==> config.mk <==
export PLATFORM = sky130hd
export DESIGN_NAME = camsync_top
export DESIGN_NICKNAME = d
export VERILOG_FILES = /design/src/verilog/sync_regs_pkg.sv /design/src/verilog/ts_frame_pkg.sv /design/src/verilog/camsync_top.sv /design/src/verilog/period_gen.sv /design/src/verilog/sync_regs.sv /design/src/verilog/trig_delay.sv /design/src/verilog/trig_input.sv /design/src/verilog/ts_receiver.sv /design/src/verilog/ts_sender.sv
export SDC_FILE = /design/constraint.sdc
export NUM_CORES = 1
export LEC_CHECK = 0
export ABC_AREA = 0
export BUFFER_PORTS_ARGS = -buffer_cell sky130_fd_sc_hd__buf_2
export CORE_MARGIN = 8
export CORE_UTILIZATION = 35
export CTS_CLUSTER_DIAMETER = 80
export DETAILED_ROUTE_END_ITERATION = 10
export GPL_TIMING_DRIVEN = 1
export HOLD_SLACK_MARGIN = 0.06
export PLACE_DENSITY_LB_ADDON = 0.08
export REMOVE_ABC_BUFFERS = 1
export SYNTH_ARGS = -nofsm -noshare
export SYNTH_HDL_FRONTEND = slang
export SYNTH_SLANG_ARGS = --single-unit
==> constraint.sdc <==
create_clock -name pclk -period 12.4 [get_ports pclk]
set_clock_uncertainty 0.05 [all_clocks]
set_input_delay 1.24 -clock pclk [delete_from_list [all_inputs] [get_ports pclk]]
set_output_delay 1.24 -clock pclk [all_outputs]
set_load 0.01 [all_outputs]
==> src/verilog/sync_regs_pkg.sv <==
// camera sync register map, control field widths and period command thresholds
package sync_regs_pkg;

    localparam int GPIO_W = 12;  // gpio lines
    localparam int REG_W  = 32;  // control data width
    localparam int ADDR_W = 2;   // four registers
    localparam int BLEN_W = 8;   // bit length field

    typedef logic [GPIO_W-1:0] gpio_t;
    typedef logic [REG_W-1:0]  dly_t;   // delay and period counts, pclk cycles
    typedef logic [BLEN_W-1:0] blen_t;  // bit duration minus one

    // register addresses
    localparam logic [ADDR_W-1:0] REG_INPUT  = 2'd0;  // 12 pairs (use, level)
    localparam logic [ADDR_W-1:0] REG_DELAY  = 2'd1;  // trigger delay
    localparam logic [ADDR_W-1:0] REG_OUTPUT = 2'd2;  // 12 pairs (enable, active level)
    localparam logic [ADDR_W-1:0] REG_PERIOD = 2'd3;  // period / command word

    // period word: 0 stop, 1 single, 2..255 bit length, above that repeat
    localparam dly_t  CMD_SINGLE     = 32'd1;
    localparam dly_t  CMD_REPEAT_MIN = 32'd256;
    localparam blen_t BLEN_RESET     = 8'd255;

endpackage

==> src/verilog/ts_frame_pkg.sv <==
// timestamp frame layout for the serial sync line
package ts_frame_pkg;

    localparam int SEC_W      = 32;  // seconds
    localparam int USEC_W     = 20;  // microseconds
    localparam int MAGIC_W    = 6;
    localparam int FRAME_BITS = 64;  // pre magic, sec, usec, post magic
    localparam int PLAIN_BITS = 4;   // plain pulse length in bits

    localparam logic [MAGIC_W-1:0] PRE_MAGIC  = 6'b110100;
    localparam logic [MAGIC_W-1:0] POST_MAGIC = 6'b001101;

    // reported usec when either magic is wrong
    localparam logic [USEC_W-1:0] USEC_ERR = '1;

endpackage

==> src/verilog/camsync_top.sv <==
// camera synchronization top, register port, trigger path and timestamp sync line
module camsync_top (
    input  logic                                pclk,
    input  logic                                trigrst,
    input  logic                                wen,
    input  logic [sync_regs_pkg::ADDR_W-1:0]    wa,
    input  logic [sync_regs_pkg::REG_W-1:0]     di,
    input  logic                                triggered_mode,
    input  sync_regs_pkg::gpio_t                gpio_in,
    input  logic                                ts_snd_en,
    input  logic                                ts_external,
    input  logic [ts_frame_pkg::SEC_W-1:0]      ts_snd_sec,
    input  logic [ts_frame_pkg::USEC_W-1:0]     ts_snd_usec,
    output sync_regs_pkg::gpio_t                gpio_out,
    output sync_regs_pkg::gpio_t                gpio_out_en,
    output logic                                trigger1,
    output logic                                trigger,
    output logic                                overdue,
    output logic [ts_frame_pkg::SEC_W-1:0]      ts_rcv_sec,
    output logic [ts_frame_pkg::USEC_W-1:0]     ts_rcv_usec,
    output logic                                ts_stb
);
    import sync_regs_pkg::*;

    gpio_t input_use;
    gpio_t input_pattern;
    gpio_t gpio_active;
    dly_t  input_dly;
    dly_t  repeat_period;
    blen_t bit_length;
    logic  use_intern;
    logic  rep_en;
    logic  start_en;
    logic  start;
    logic  gen_start;  // internal start strobe
    logic  cond_filt;  // filtered input line
    logic  rcv_start;  // received frame start
    logic  dly_done;   // end of the trigger delay

    sync_regs i_regs (.pclk, .trigrst, .wen, .wa, .di, .input_use, .input_pattern,
        .gpio_out_en, .gpio_active, .use_intern, .input_dly, .repeat_period,
        .bit_length, .rep_en, .start_en, .start);

    trig_input i_input (.pclk, .trigrst, .triggered_mode, .use_intern, .gpio_in,
        .input_use, .input_pattern, .bit_length, .cond_filt);

    period_gen i_period (.pclk, .trigrst, .start, .rep_en, .start_en, .repeat_period,
        .gen_start);

    trig_delay i_delay (.pclk, .trigrst, .triggered_mode, .use_intern, .gen_start,
        .rcv_start, .input_dly, .dly_done, .trigger1, .trigger, .overdue);

    ts_sender i_sender (.pclk, .trigrst, .use_intern, .gen_start, .dly_done, .start_en,
        .ts_snd_en, .bit_length, .gpio_active, .ts_snd_sec, .ts_snd_usec, .gpio_out);

    ts_receiver i_receiver (.pclk, .trigrst, .triggered_mode, .start_en, .ts_external,
        .use_intern, .cond_filt, .trigger1, .bit_length, .ts_snd_sec, .ts_snd_usec,
        .rcv_start, .ts_rcv_sec, .ts_rcv_usec, .ts_stb);

endmodule

==> src/verilog/period_gen.sv <==
// start generator, single or repetitive starts with an exact period
module period_gen (
    input  logic                pclk,
    input  logic                trigrst,
    input  logic                start,
    input  logic                rep_en,
    input  logic                start_en,
    input  sync_regs_pkg::dly_t repeat_period,
    output logic                gen_start
);
    import sync_regs_pkg::*;

    dly_t cnt;      // cycles left in the current period
    logic run;      // period counter active
    logic restart;  // period elapsed

    // reload at cnt==1 so that starts are exactly repeat_period apart
    assign restart = run && (cnt == dly_t'(1));

    always_ff @(posedge pclk) begin
        if (trigrst || !start_en) begin  // stop write halts at once
            gen_start <= 1'b0;
            run       <= 1'b0;
            cnt       <= '0;
        end else begin
            gen_start <= start || restart;
            if (start || restart) begin
                cnt <= repeat_period;
                run <= rep_en;          // single start does not rearm
            end else if (run) begin
                cnt <= cnt - dly_t'(1);
            end
        end
    end

endmodule

==> src/verilog/sync_regs.sv <==
// sync control registers
// splits bit-pair words into fields, sorts period writes into commands
module sync_regs (
    input  logic                             pclk,
    input  logic                             trigrst,
    input  logic                             wen,
    input  logic [sync_regs_pkg::ADDR_W-1:0] wa,
    input  logic [sync_regs_pkg::REG_W-1:0]  di,
    output sync_regs_pkg::gpio_t             input_use,
    output sync_regs_pkg::gpio_t             input_pattern,
    output sync_regs_pkg::gpio_t             gpio_out_en,
    output sync_regs_pkg::gpio_t             gpio_active,
    output logic                             use_intern,
    output sync_regs_pkg::dly_t              input_dly,
    output sync_regs_pkg::dly_t              repeat_period,
    output sync_regs_pkg::blen_t             bit_length,
    output logic                             rep_en,
    output logic                             start_en,
    output logic                             start
);
    import sync_regs_pkg::*;

    gpio_t pair_hi;   // odd bits: use / enable
    gpio_t pair_lo;   // even bits: level
    logic  per_wr;
    logic  is_blen;   // 2..255 only sets the bit length
    logic  is_start;  // single or repetitive start

    for (genvar i = 0; i < GPIO_W; i++) begin : g_pairs
        assign pair_hi[i] = di[2*i+1];
        assign pair_lo[i] = di[2*i];
    end

    assign per_wr   = wen && (wa == REG_PERIOD);
    assign is_blen  = (di > CMD_SINGLE) && (di < CMD_REPEAT_MIN);
    assign is_start = (di == CMD_SINGLE) || (di >= CMD_REPEAT_MIN);

    always_ff @(posedge pclk) begin
        if (trigrst) begin
            input_use     <= '0;
            input_pattern <= '0;
            use_intern    <= 1'b1;  // no input lines selected
            input_dly     <= '0;
            gpio_out_en   <= '0;
            gpio_active   <= '0;
            repeat_period <= '0;
            bit_length    <= BLEN_RESET;
            rep_en        <= 1'b0;
            start_en      <= 1'b0;
            start         <= 1'b0;
        end else begin
            start <= per_wr && is_start;  // one cycle strobe after the write
            if (wen && (wa == REG_INPUT)) begin
                input_use     <= pair_hi;
                input_pattern <= pair_lo;
                use_intern    <= (pair_hi == '0);
            end
            if (wen && (wa == REG_DELAY))
                input_dly <= di;
            if (wen && (wa == REG_OUTPUT)) begin
                gpio_out_en <= pair_hi;
                gpio_active <= pair_lo;
            end
            if (per_wr && is_blen)
                bit_length <= blen_t'(di);
            if (per_wr && !is_blen) begin  // stop, single or repeat
                repeat_period <= di;
                rep_en        <= (di >= CMD_REPEAT_MIN);
                start_en      <= (di != '0);
            end
        end
    end

endmodule

==> src/verilog/trig_delay.sv <==
// trigger delay counter, trigger1, toggling sensor trigger and overdue flag
module trig_delay (
    input  logic                pclk,
    input  logic                trigrst,
    input  logic                triggered_mode,
    input  logic                use_intern,
    input  logic                gen_start,
    input  logic                rcv_start,
    input  sync_regs_pkg::dly_t input_dly,
    output logic                dly_done,
    output logic                trigger1,
    output logic                trigger,
    output logic                overdue
);
    import sync_regs_pkg::*;

    dly_t cnt;
    logic run;
    logic run_d;
    logic start_dly;  // internal start or received frame start

    assign start_dly = use_intern ? gen_start : rcv_start;
    assign dly_done  = run_d && !run;  // falling edge of the run flag

    always_ff @(posedge pclk) begin
        if (trigrst) begin
            run      <= 1'b0;
            run_d    <= 1'b0;
            trigger1 <= 1'b0;
            trigger  <= 1'b0;
            overdue  <= 1'b0;
        end else begin
            run      <= (use_intern || triggered_mode) &&
                        (start_dly || (run && (cnt != '0)));
            run_d    <= run;
            trigger1 <= use_intern ? gen_start : dly_done;  // internal skips the delay
            trigger  <= trigger ^ trigger1;  // toggle, a lost frame end cannot lock it
            if (trigger1)
                overdue <= trigger;          // still high from the previous one
        end
    end

    // loaded while idle
    always_ff @(posedge pclk) begin
        if (run)
            cnt <= cnt - dly_t'(1);
        else
            cnt <= input_dly;
    end

endmodule

==> src/verilog/trig_input.sv <==
// gpio trigger input, pattern match and quarter-bit glitch filter
module trig_input (
    input  logic                 pclk,
    input  logic                 trigrst,
    input  logic                 triggered_mode,
    input  logic                 use_intern,
    input  sync_regs_pkg::gpio_t gpio_in,
    input  sync_regs_pkg::gpio_t input_use,
    input  sync_regs_pkg::gpio_t input_pattern,
    input  sync_regs_pkg::blen_t bit_length,
    output logic                 cond_filt
);
    logic       cond;      // all used lines at their level
    logic       cond_d;    // for change detect
    logic [6:0] filt_cnt;  // bit 6 set once the quarter bit has expired

    always_ff @(posedge pclk) begin
        if (trigrst) begin
            cond      <= 1'b0;
            cond_d    <= 1'b0;
            filt_cnt  <= '0;
            cond_filt <= 1'b0;
        end else begin
            cond   <= ((gpio_in ^ input_pattern) & input_use) == '0;
            cond_d <= cond;

            // every change restarts the quarter-bit wait
            if (!triggered_mode || (cond != cond_d))
                filt_cnt <= {1'b0, bit_length[7:2]};
            else if (!filt_cnt[6])
                filt_cnt <= filt_cnt - 7'd1;

            if (use_intern || !triggered_mode)
                cond_filt <= 1'b0;   // line ignored
            else if (filt_cnt[6])
                cond_filt <= cond_d; // stable long enough
        end
    end

endmodule

==> src/verilog/ts_receiver.sv <==
// sync line receiver, decodes the timestamp frame and checks both magics
// falls back to the local timestamp at trigger1
module ts_receiver (
    input  logic                             pclk,
    input  logic                             trigrst,
    input  logic                             triggered_mode,
    input  logic                             start_en,
    input  logic                             ts_external,
    input  logic                             use_intern,
    input  logic                             cond_filt,
    input  logic                             trigger1,
    input  sync_regs_pkg::blen_t             bit_length,
    input  logic [ts_frame_pkg::SEC_W-1:0]   ts_snd_sec,
    input  logic [ts_frame_pkg::USEC_W-1:0]  ts_snd_usec,
    output logic                             rcv_start,
    output logic [ts_frame_pkg::SEC_W-1:0]   ts_rcv_sec,
    output logic [ts_frame_pkg::USEC_W-1:0]  ts_rcv_usec,
    output logic                             ts_stb
);
    import sync_regs_pkg::*;
    import ts_frame_pkg::*;

    logic                  active;     // run or deaf period
    logic                  run;        // 64 data bits
    logic                  run_d;
    logic                  ts_ext;     // external timestamp in use
    logic                  rq;         // copy requested, waits for the run end
    logic                  rq_d;
    logic                  done;
    logic                  err;        // magic mismatch
    logic [8:0]            len_p1;
    blen_t                 bit_short;  // 3/4 bit minus one
    blen_t                 dur;
    logic [6:0]            cnt;        // 127..64 data, 63..0 deaf
    logic [FRAME_BITS-1:0] sr;

    assign len_p1    = {1'b0, bit_length} + 9'd1;
    assign bit_short = bit_length - blen_t'(len_p1[8:2]) - blen_t'(1);

    assign run       = active && cnt[6];
    assign rcv_start = run && !run_d;
    assign ts_ext    = ts_external && !use_intern;
    assign done      = rq_d && !rq;
    assign err       = (sr[FRAME_BITS-1 -: MAGIC_W] != PRE_MAGIC) ||
                       (sr[MAGIC_W-1:0] != POST_MAGIC);

    always_ff @(posedge pclk) begin
        if (trigrst) begin
            active <= 1'b0;
            run_d  <= 1'b0;
            rq     <= 1'b0;
            rq_d   <= 1'b0;
            ts_stb <= 1'b0;
        end else begin
            // new edges ignored until 128 bit times have passed
            active <= start_en && (active ? !((dur == '0) && (cnt == '0)) : cond_filt);
            run_d  <= run;
            rq     <= start_en && ((ts_ext && trigger1) || (rq && run));
            rq_d   <= rq;
            ts_stb <= done || (!ts_ext && trigger1);
        end
    end

    always_ff @(posedge pclk) begin
        if (!active)
            dur <= bit_short;  // first sample at 3/4 of the bit
        else if (dur == '0)
            dur <= bit_length;
        else
            dur <= dur - blen_t'(1);

        if (!active)
            cnt <= '1;
        else if (dur == '0)
            cnt <= cnt - 7'd1;

        if (run && (dur == '0))
            sr <= {sr[FRAME_BITS-2:0], cond_filt};

        if (done) begin
            ts_rcv_sec  <= sr[FRAME_BITS-MAGIC_W-1 -: SEC_W];
            ts_rcv_usec <= err ? USEC_ERR : sr[MAGIC_W +: USEC_W];
        end else if (!triggered_mode || (!ts_ext && trigger1)) begin
            ts_rcv_sec  <= ts_snd_sec;   // local timestamp
            ts_rcv_usec <= ts_snd_usec;
        end
    end

endmodule

==> src/verilog/ts_sender.sv <==
// sync line sender, plain pulse or 64-bit timestamp frame MSB first
module ts_sender (
    input  logic                                pclk,
    input  logic                                trigrst,
    input  logic                                use_intern,
    input  logic                                gen_start,
    input  logic                                dly_done,
    input  logic                                start_en,
    input  logic                                ts_snd_en,
    input  sync_regs_pkg::blen_t                bit_length,
    input  sync_regs_pkg::gpio_t                gpio_active,
    input  logic [ts_frame_pkg::SEC_W-1:0]      ts_snd_sec,
    input  logic [ts_frame_pkg::USEC_W-1:0]     ts_snd_usec,
    output sync_regs_pkg::gpio_t                gpio_out
);
    import sync_regs_pkg::*;
    import ts_frame_pkg::*;

    logic                  outsync;  // frame or pulse in progress
    logic                  go;
    logic                  last;     // end of the final bit
    logic                  data;
    blen_t                 dur;      // cycles left in this bit
    logic [5:0]            bcnt;     // bits left
    logic [FRAME_BITS-1:0] sr;

    assign go   = use_intern ? dly_done : gen_start;
    assign last = (dur == '0) && (bcnt == '0);
    assign data = outsync && (ts_snd_en ? sr[FRAME_BITS-1] : 1'b1);

    assign gpio_out = data ? gpio_active : ~gpio_active;  // idle is the inactive level

    always_ff @(posedge pclk) begin
        if (trigrst)
            outsync <= 1'b0;
        else
            outsync <= start_en && (outsync ? !last : go);  // busy drops new starts
    end

    always_ff @(posedge pclk) begin
        if (!outsync || (dur == '0))
            dur <= bit_length;
        else
            dur <= dur - blen_t'(1);

        if (!outsync)
            bcnt <= ts_snd_en ? 6'(FRAME_BITS - 1) : 6'(PLAIN_BITS - 1);
        else if (dur == '0)
            bcnt <= bcnt - 6'd1;

        if (!outsync)  // snapshot of the timestamp while idle
            sr <= {PRE_MAGIC, ts_snd_sec, ts_snd_usec, POST_MAGIC};
        else if (dur == '0)
            sr <= {sr[FRAME_BITS-2:0], 1'b0};
    end

endmodule
==> impl_metrics.tcl <==
set metrics [dict create \
    insertion_delay_ps 590 \
    grt_first_pass_wirelength_um 71900 \
    setup.worst_path.class "primary input to primary output" \
    most_frequent_cells_in_the_layout "nand2_1, dfxtp_1, buf_2" \
    critPathSlowestCell "o21ai_2" \
    layout.cells.most_common "nand2_1" \
    syn_area_cell_um2 9.82 \
    timing_worst_slew_pin_value_ps 1070 \
    grt_max_degree 84 \
    critPathArrivalTime_ps 2470 \
    floorplan.io_pins 184 \
    flow.area_growth_from_synthesis_pct 17.1 \
    worst_setup_hold_path_clk_slew_ps 60 \
    post_cts_resize_count 0 \
    yosysSeqAreaShare 0.580 \
    hold_buffers 0 \
    p_int_uw 2340 \
    max_cap_violations 0 \
    min-delay-path-class "flop to flop" \
    switching_share 0.233 \
    crit_path_start_kind "primary input" \
    max_clock_freq_mhz 266 \
    starting_utilization_of_the_core_area 0.352 \
    period_needed_ps 3760 \
    dp_hpwl_um 31200 \
    power.clock.fraction 0.446 \
    data_required_time_of_the_worst_path_ps 11110 \
    worst_slew_margin_rel 0.284 \
    setup-tns-final_ps 0 \
    numClockSinks 420 \
    crit_path_start "ts_snd_en" \
    holdCritStartpoint "i_sender.sr[0]" \
    synth-edff-count 174 \
    initial_antenna_violation_count 2 \
    num_antenna_cells 0 \
    most_prevalent_standard_cell_on_the_critical_path "buf_2" \
    synthesis.area_um2 17500 \
    drc 0 \
    register_bit_total_from_synthesis 420 \
    outcome "finished, final reports clean" \
    static-leakage-power_uw 0.00783 \
    io_buffer_count 183 \
    switchingPower_uw 711 \
    deepest_level_of_the_cts_h_tree 2 \
    floorplan.die_area_um2 57400 \
    post-cts-setup-buffer-count 0 \
    synth_cell_type_count 64 \
    placed_cell_area_um2 19000 \
    dr.pass1.iters 5 \
    timing.critical_path.slowest_cell_delay_ps 720 \
    finalHoldViolCount 0 \
    vias_in_the_first_global_route 12545 \
    ys.warnings.count 0 \
    global_route.overflow_total 0 \
    timing.critical_path.fanout_max 12 \
    routed_wl_um 46400 \
    num_rows 82 \
    drive_gt1_frac 0.152 \
    rsz0062_at_grt "no" \
    tritoncts.num_buffers 48 \
    min_period_over_period 0.304 \
    endpoint_kind "primary output" \
    power_per_unit_of_standard_cell_area_nw_per_um2 149 \
    clock_tree_from_tritoncts "built" \
    ctsRootBufferMaster "clkbuf_16" \
    dieHeight_um 240 \
    core-area_um2 49800 \
    r2r_start "i_sender.dur[2]" \
    critical_path.cell_chain "buf_2, inv_1, o21ai_2, xor2_1, buf_2" \
    track_usage 0.158 \
    postSynth.asyncResetShare 0 \
    fin_area_um2 20500 \
    avgRoutedWirePerCell_um 17.7 \
    finalWeightedCongestion 0.778 \
    share_seq_of_total_power 0.491 \
    fillerInstances 4954 \
    vias 12872 \
    number_of_violations_reported_at_the_end_of_detailed_routing_iteration_0 803 \
    drt.antenna.violating_nets 0 \
    die_width_um 240 \
    report.final.setup_viol 0 \
    vdd_drop_max_v 0.0000933 \
    max_clock_buf_depth 3 \
    fin_nets 2046 \
    pwr-share-comb 0.063 \
    slew_violations 0 \
    syn_inst 1783 \
    avgViaCountPerCell 4.89 \
    synth_ff_type "dfxtp_1" \
]
-- metrics by stage --
step | hold WS, ps | total power [uW] | util | std cells | setup WS, ps
floorplan | 367 | 1640 | - | 1679 | 7640
global placement | 380 | 1720 | 0.382 | 2547 | 8530
detailed placement | 384 | 1730 | 0.382 | 2547 | 8500
CTS | 395 | 3110 | 0.412 | 2630 | 8590
global route | 402 | 3180 | 0.412 | 2630 | 8550
finish | 392 | 3050 | 0.412 | 2630 | 8640
-- worst max-delay path: cells and delay by family --
kind / cells / cell delay, ps
buffers and inverters: 3 / 290
AO/OA/AOI/OAI: 1 / 720
XOR/XNOR: 1 / 210
-- Yosys cell counts, types with 5 or more instances --
master	number	area share
mux2i_1	35	0.020
edfxtp_1	174	0.30
dfxtp_1	246	0.28
nand4_1	6	0.0021
nand3b_1	10	0.0043
ha_1	16	0.011
inv_1	77	0.017
a21oi_1	152	0.043
o22a_1	20	0.010
clkbuf_1	93	0.020
a21boi_0	7	0.0030
a211oi_1	27	0.012
or3_1	12	0.0043
nor4_1	21	0.0075
o211ai_1	8	0.0034
nand3_1	76	0.022
nor2b_1	10	0.0036
o21a_1	6	0.0026
or4_1	8	0.0034
o21ai_0	99	0.028
xnor2_1	56	0.028
nor2_1	177	0.038
or2_2	5	0.0018
buf_1	6	0.0013
nand2_1	267	0.057
nor3_1	44	0.013
xor2_1	60	0.030
-- power by group through the flow --
stage	Combinational (uW)	Sequential [uW]	Clock, uW
finish	193	1500	1360
floorplan	107	1530	0
global route	216	1500	1460
global placement	195	1530	0
detailed placement	196	1530	0
CTS	198	1500	1410
-- kinds of logic (layout without fill, tap and decap cells) --
group                      after synthesis  in the layout  share of synthesized area
buffers and inverters                  181            356                     0.0395
xor gates and xnor gates               116            116                     0.0581
adders and majority gates               17             17                     0.0126
muxes                                   36             36                     0.0207
AOI/OAI and AO/OA                      344            344                      0.114
and+or+nand+nor                        669            669                      0.175
DFF                                    420            420                      0.580
-- registers in the layout, indices dropped and copies added (netlist names), 20 cells and up --
signal	cells
i_delay.cnt	32
i_sender.sr	64
i_regs.input_dly	32
i_receiver.sr	64
i_regs.repeat_period	32
i_receiver.ts_rcv_usec	20
i_receiver.ts_rcv_sec	32
i_period.cnt	32
-- layout make-up --
cell class	count	area (um2)	area share
flip-flops and latches	420	10200	0.495
multi-input cells	1182	6710	0.327
clock buffers	69	1380	0.0674
repair buffers	196	1020	0.0496
well taps	672	841	0.0410
inverters	77	289	0.0141
clock inverters	14	110	0.00537
-- metal layers --
| layer | track usage | part of all wire |
|---|---|---|
| met1 | 0.203 | 0.45 |
| met2 | 0.263 | 0.47 |
| met3 | 0.0344 | 0.057 |
| met4 | 0.0492 | 0.023 |
| met5 | 0 | 0.00026 |
-- final timing paths --
check / to / slack, ps / cells after the start
hold / removal: i_sender.sr[0] / 390 / 2
setup reg to reg: i_sender.sr[11] / 9190 / 6
hold reg to reg: i_sender.sr[0] / 390 / 2
setup / recovery: gpio_out[10] / 8640 / 5
Power figures use the tool's default switching activity.
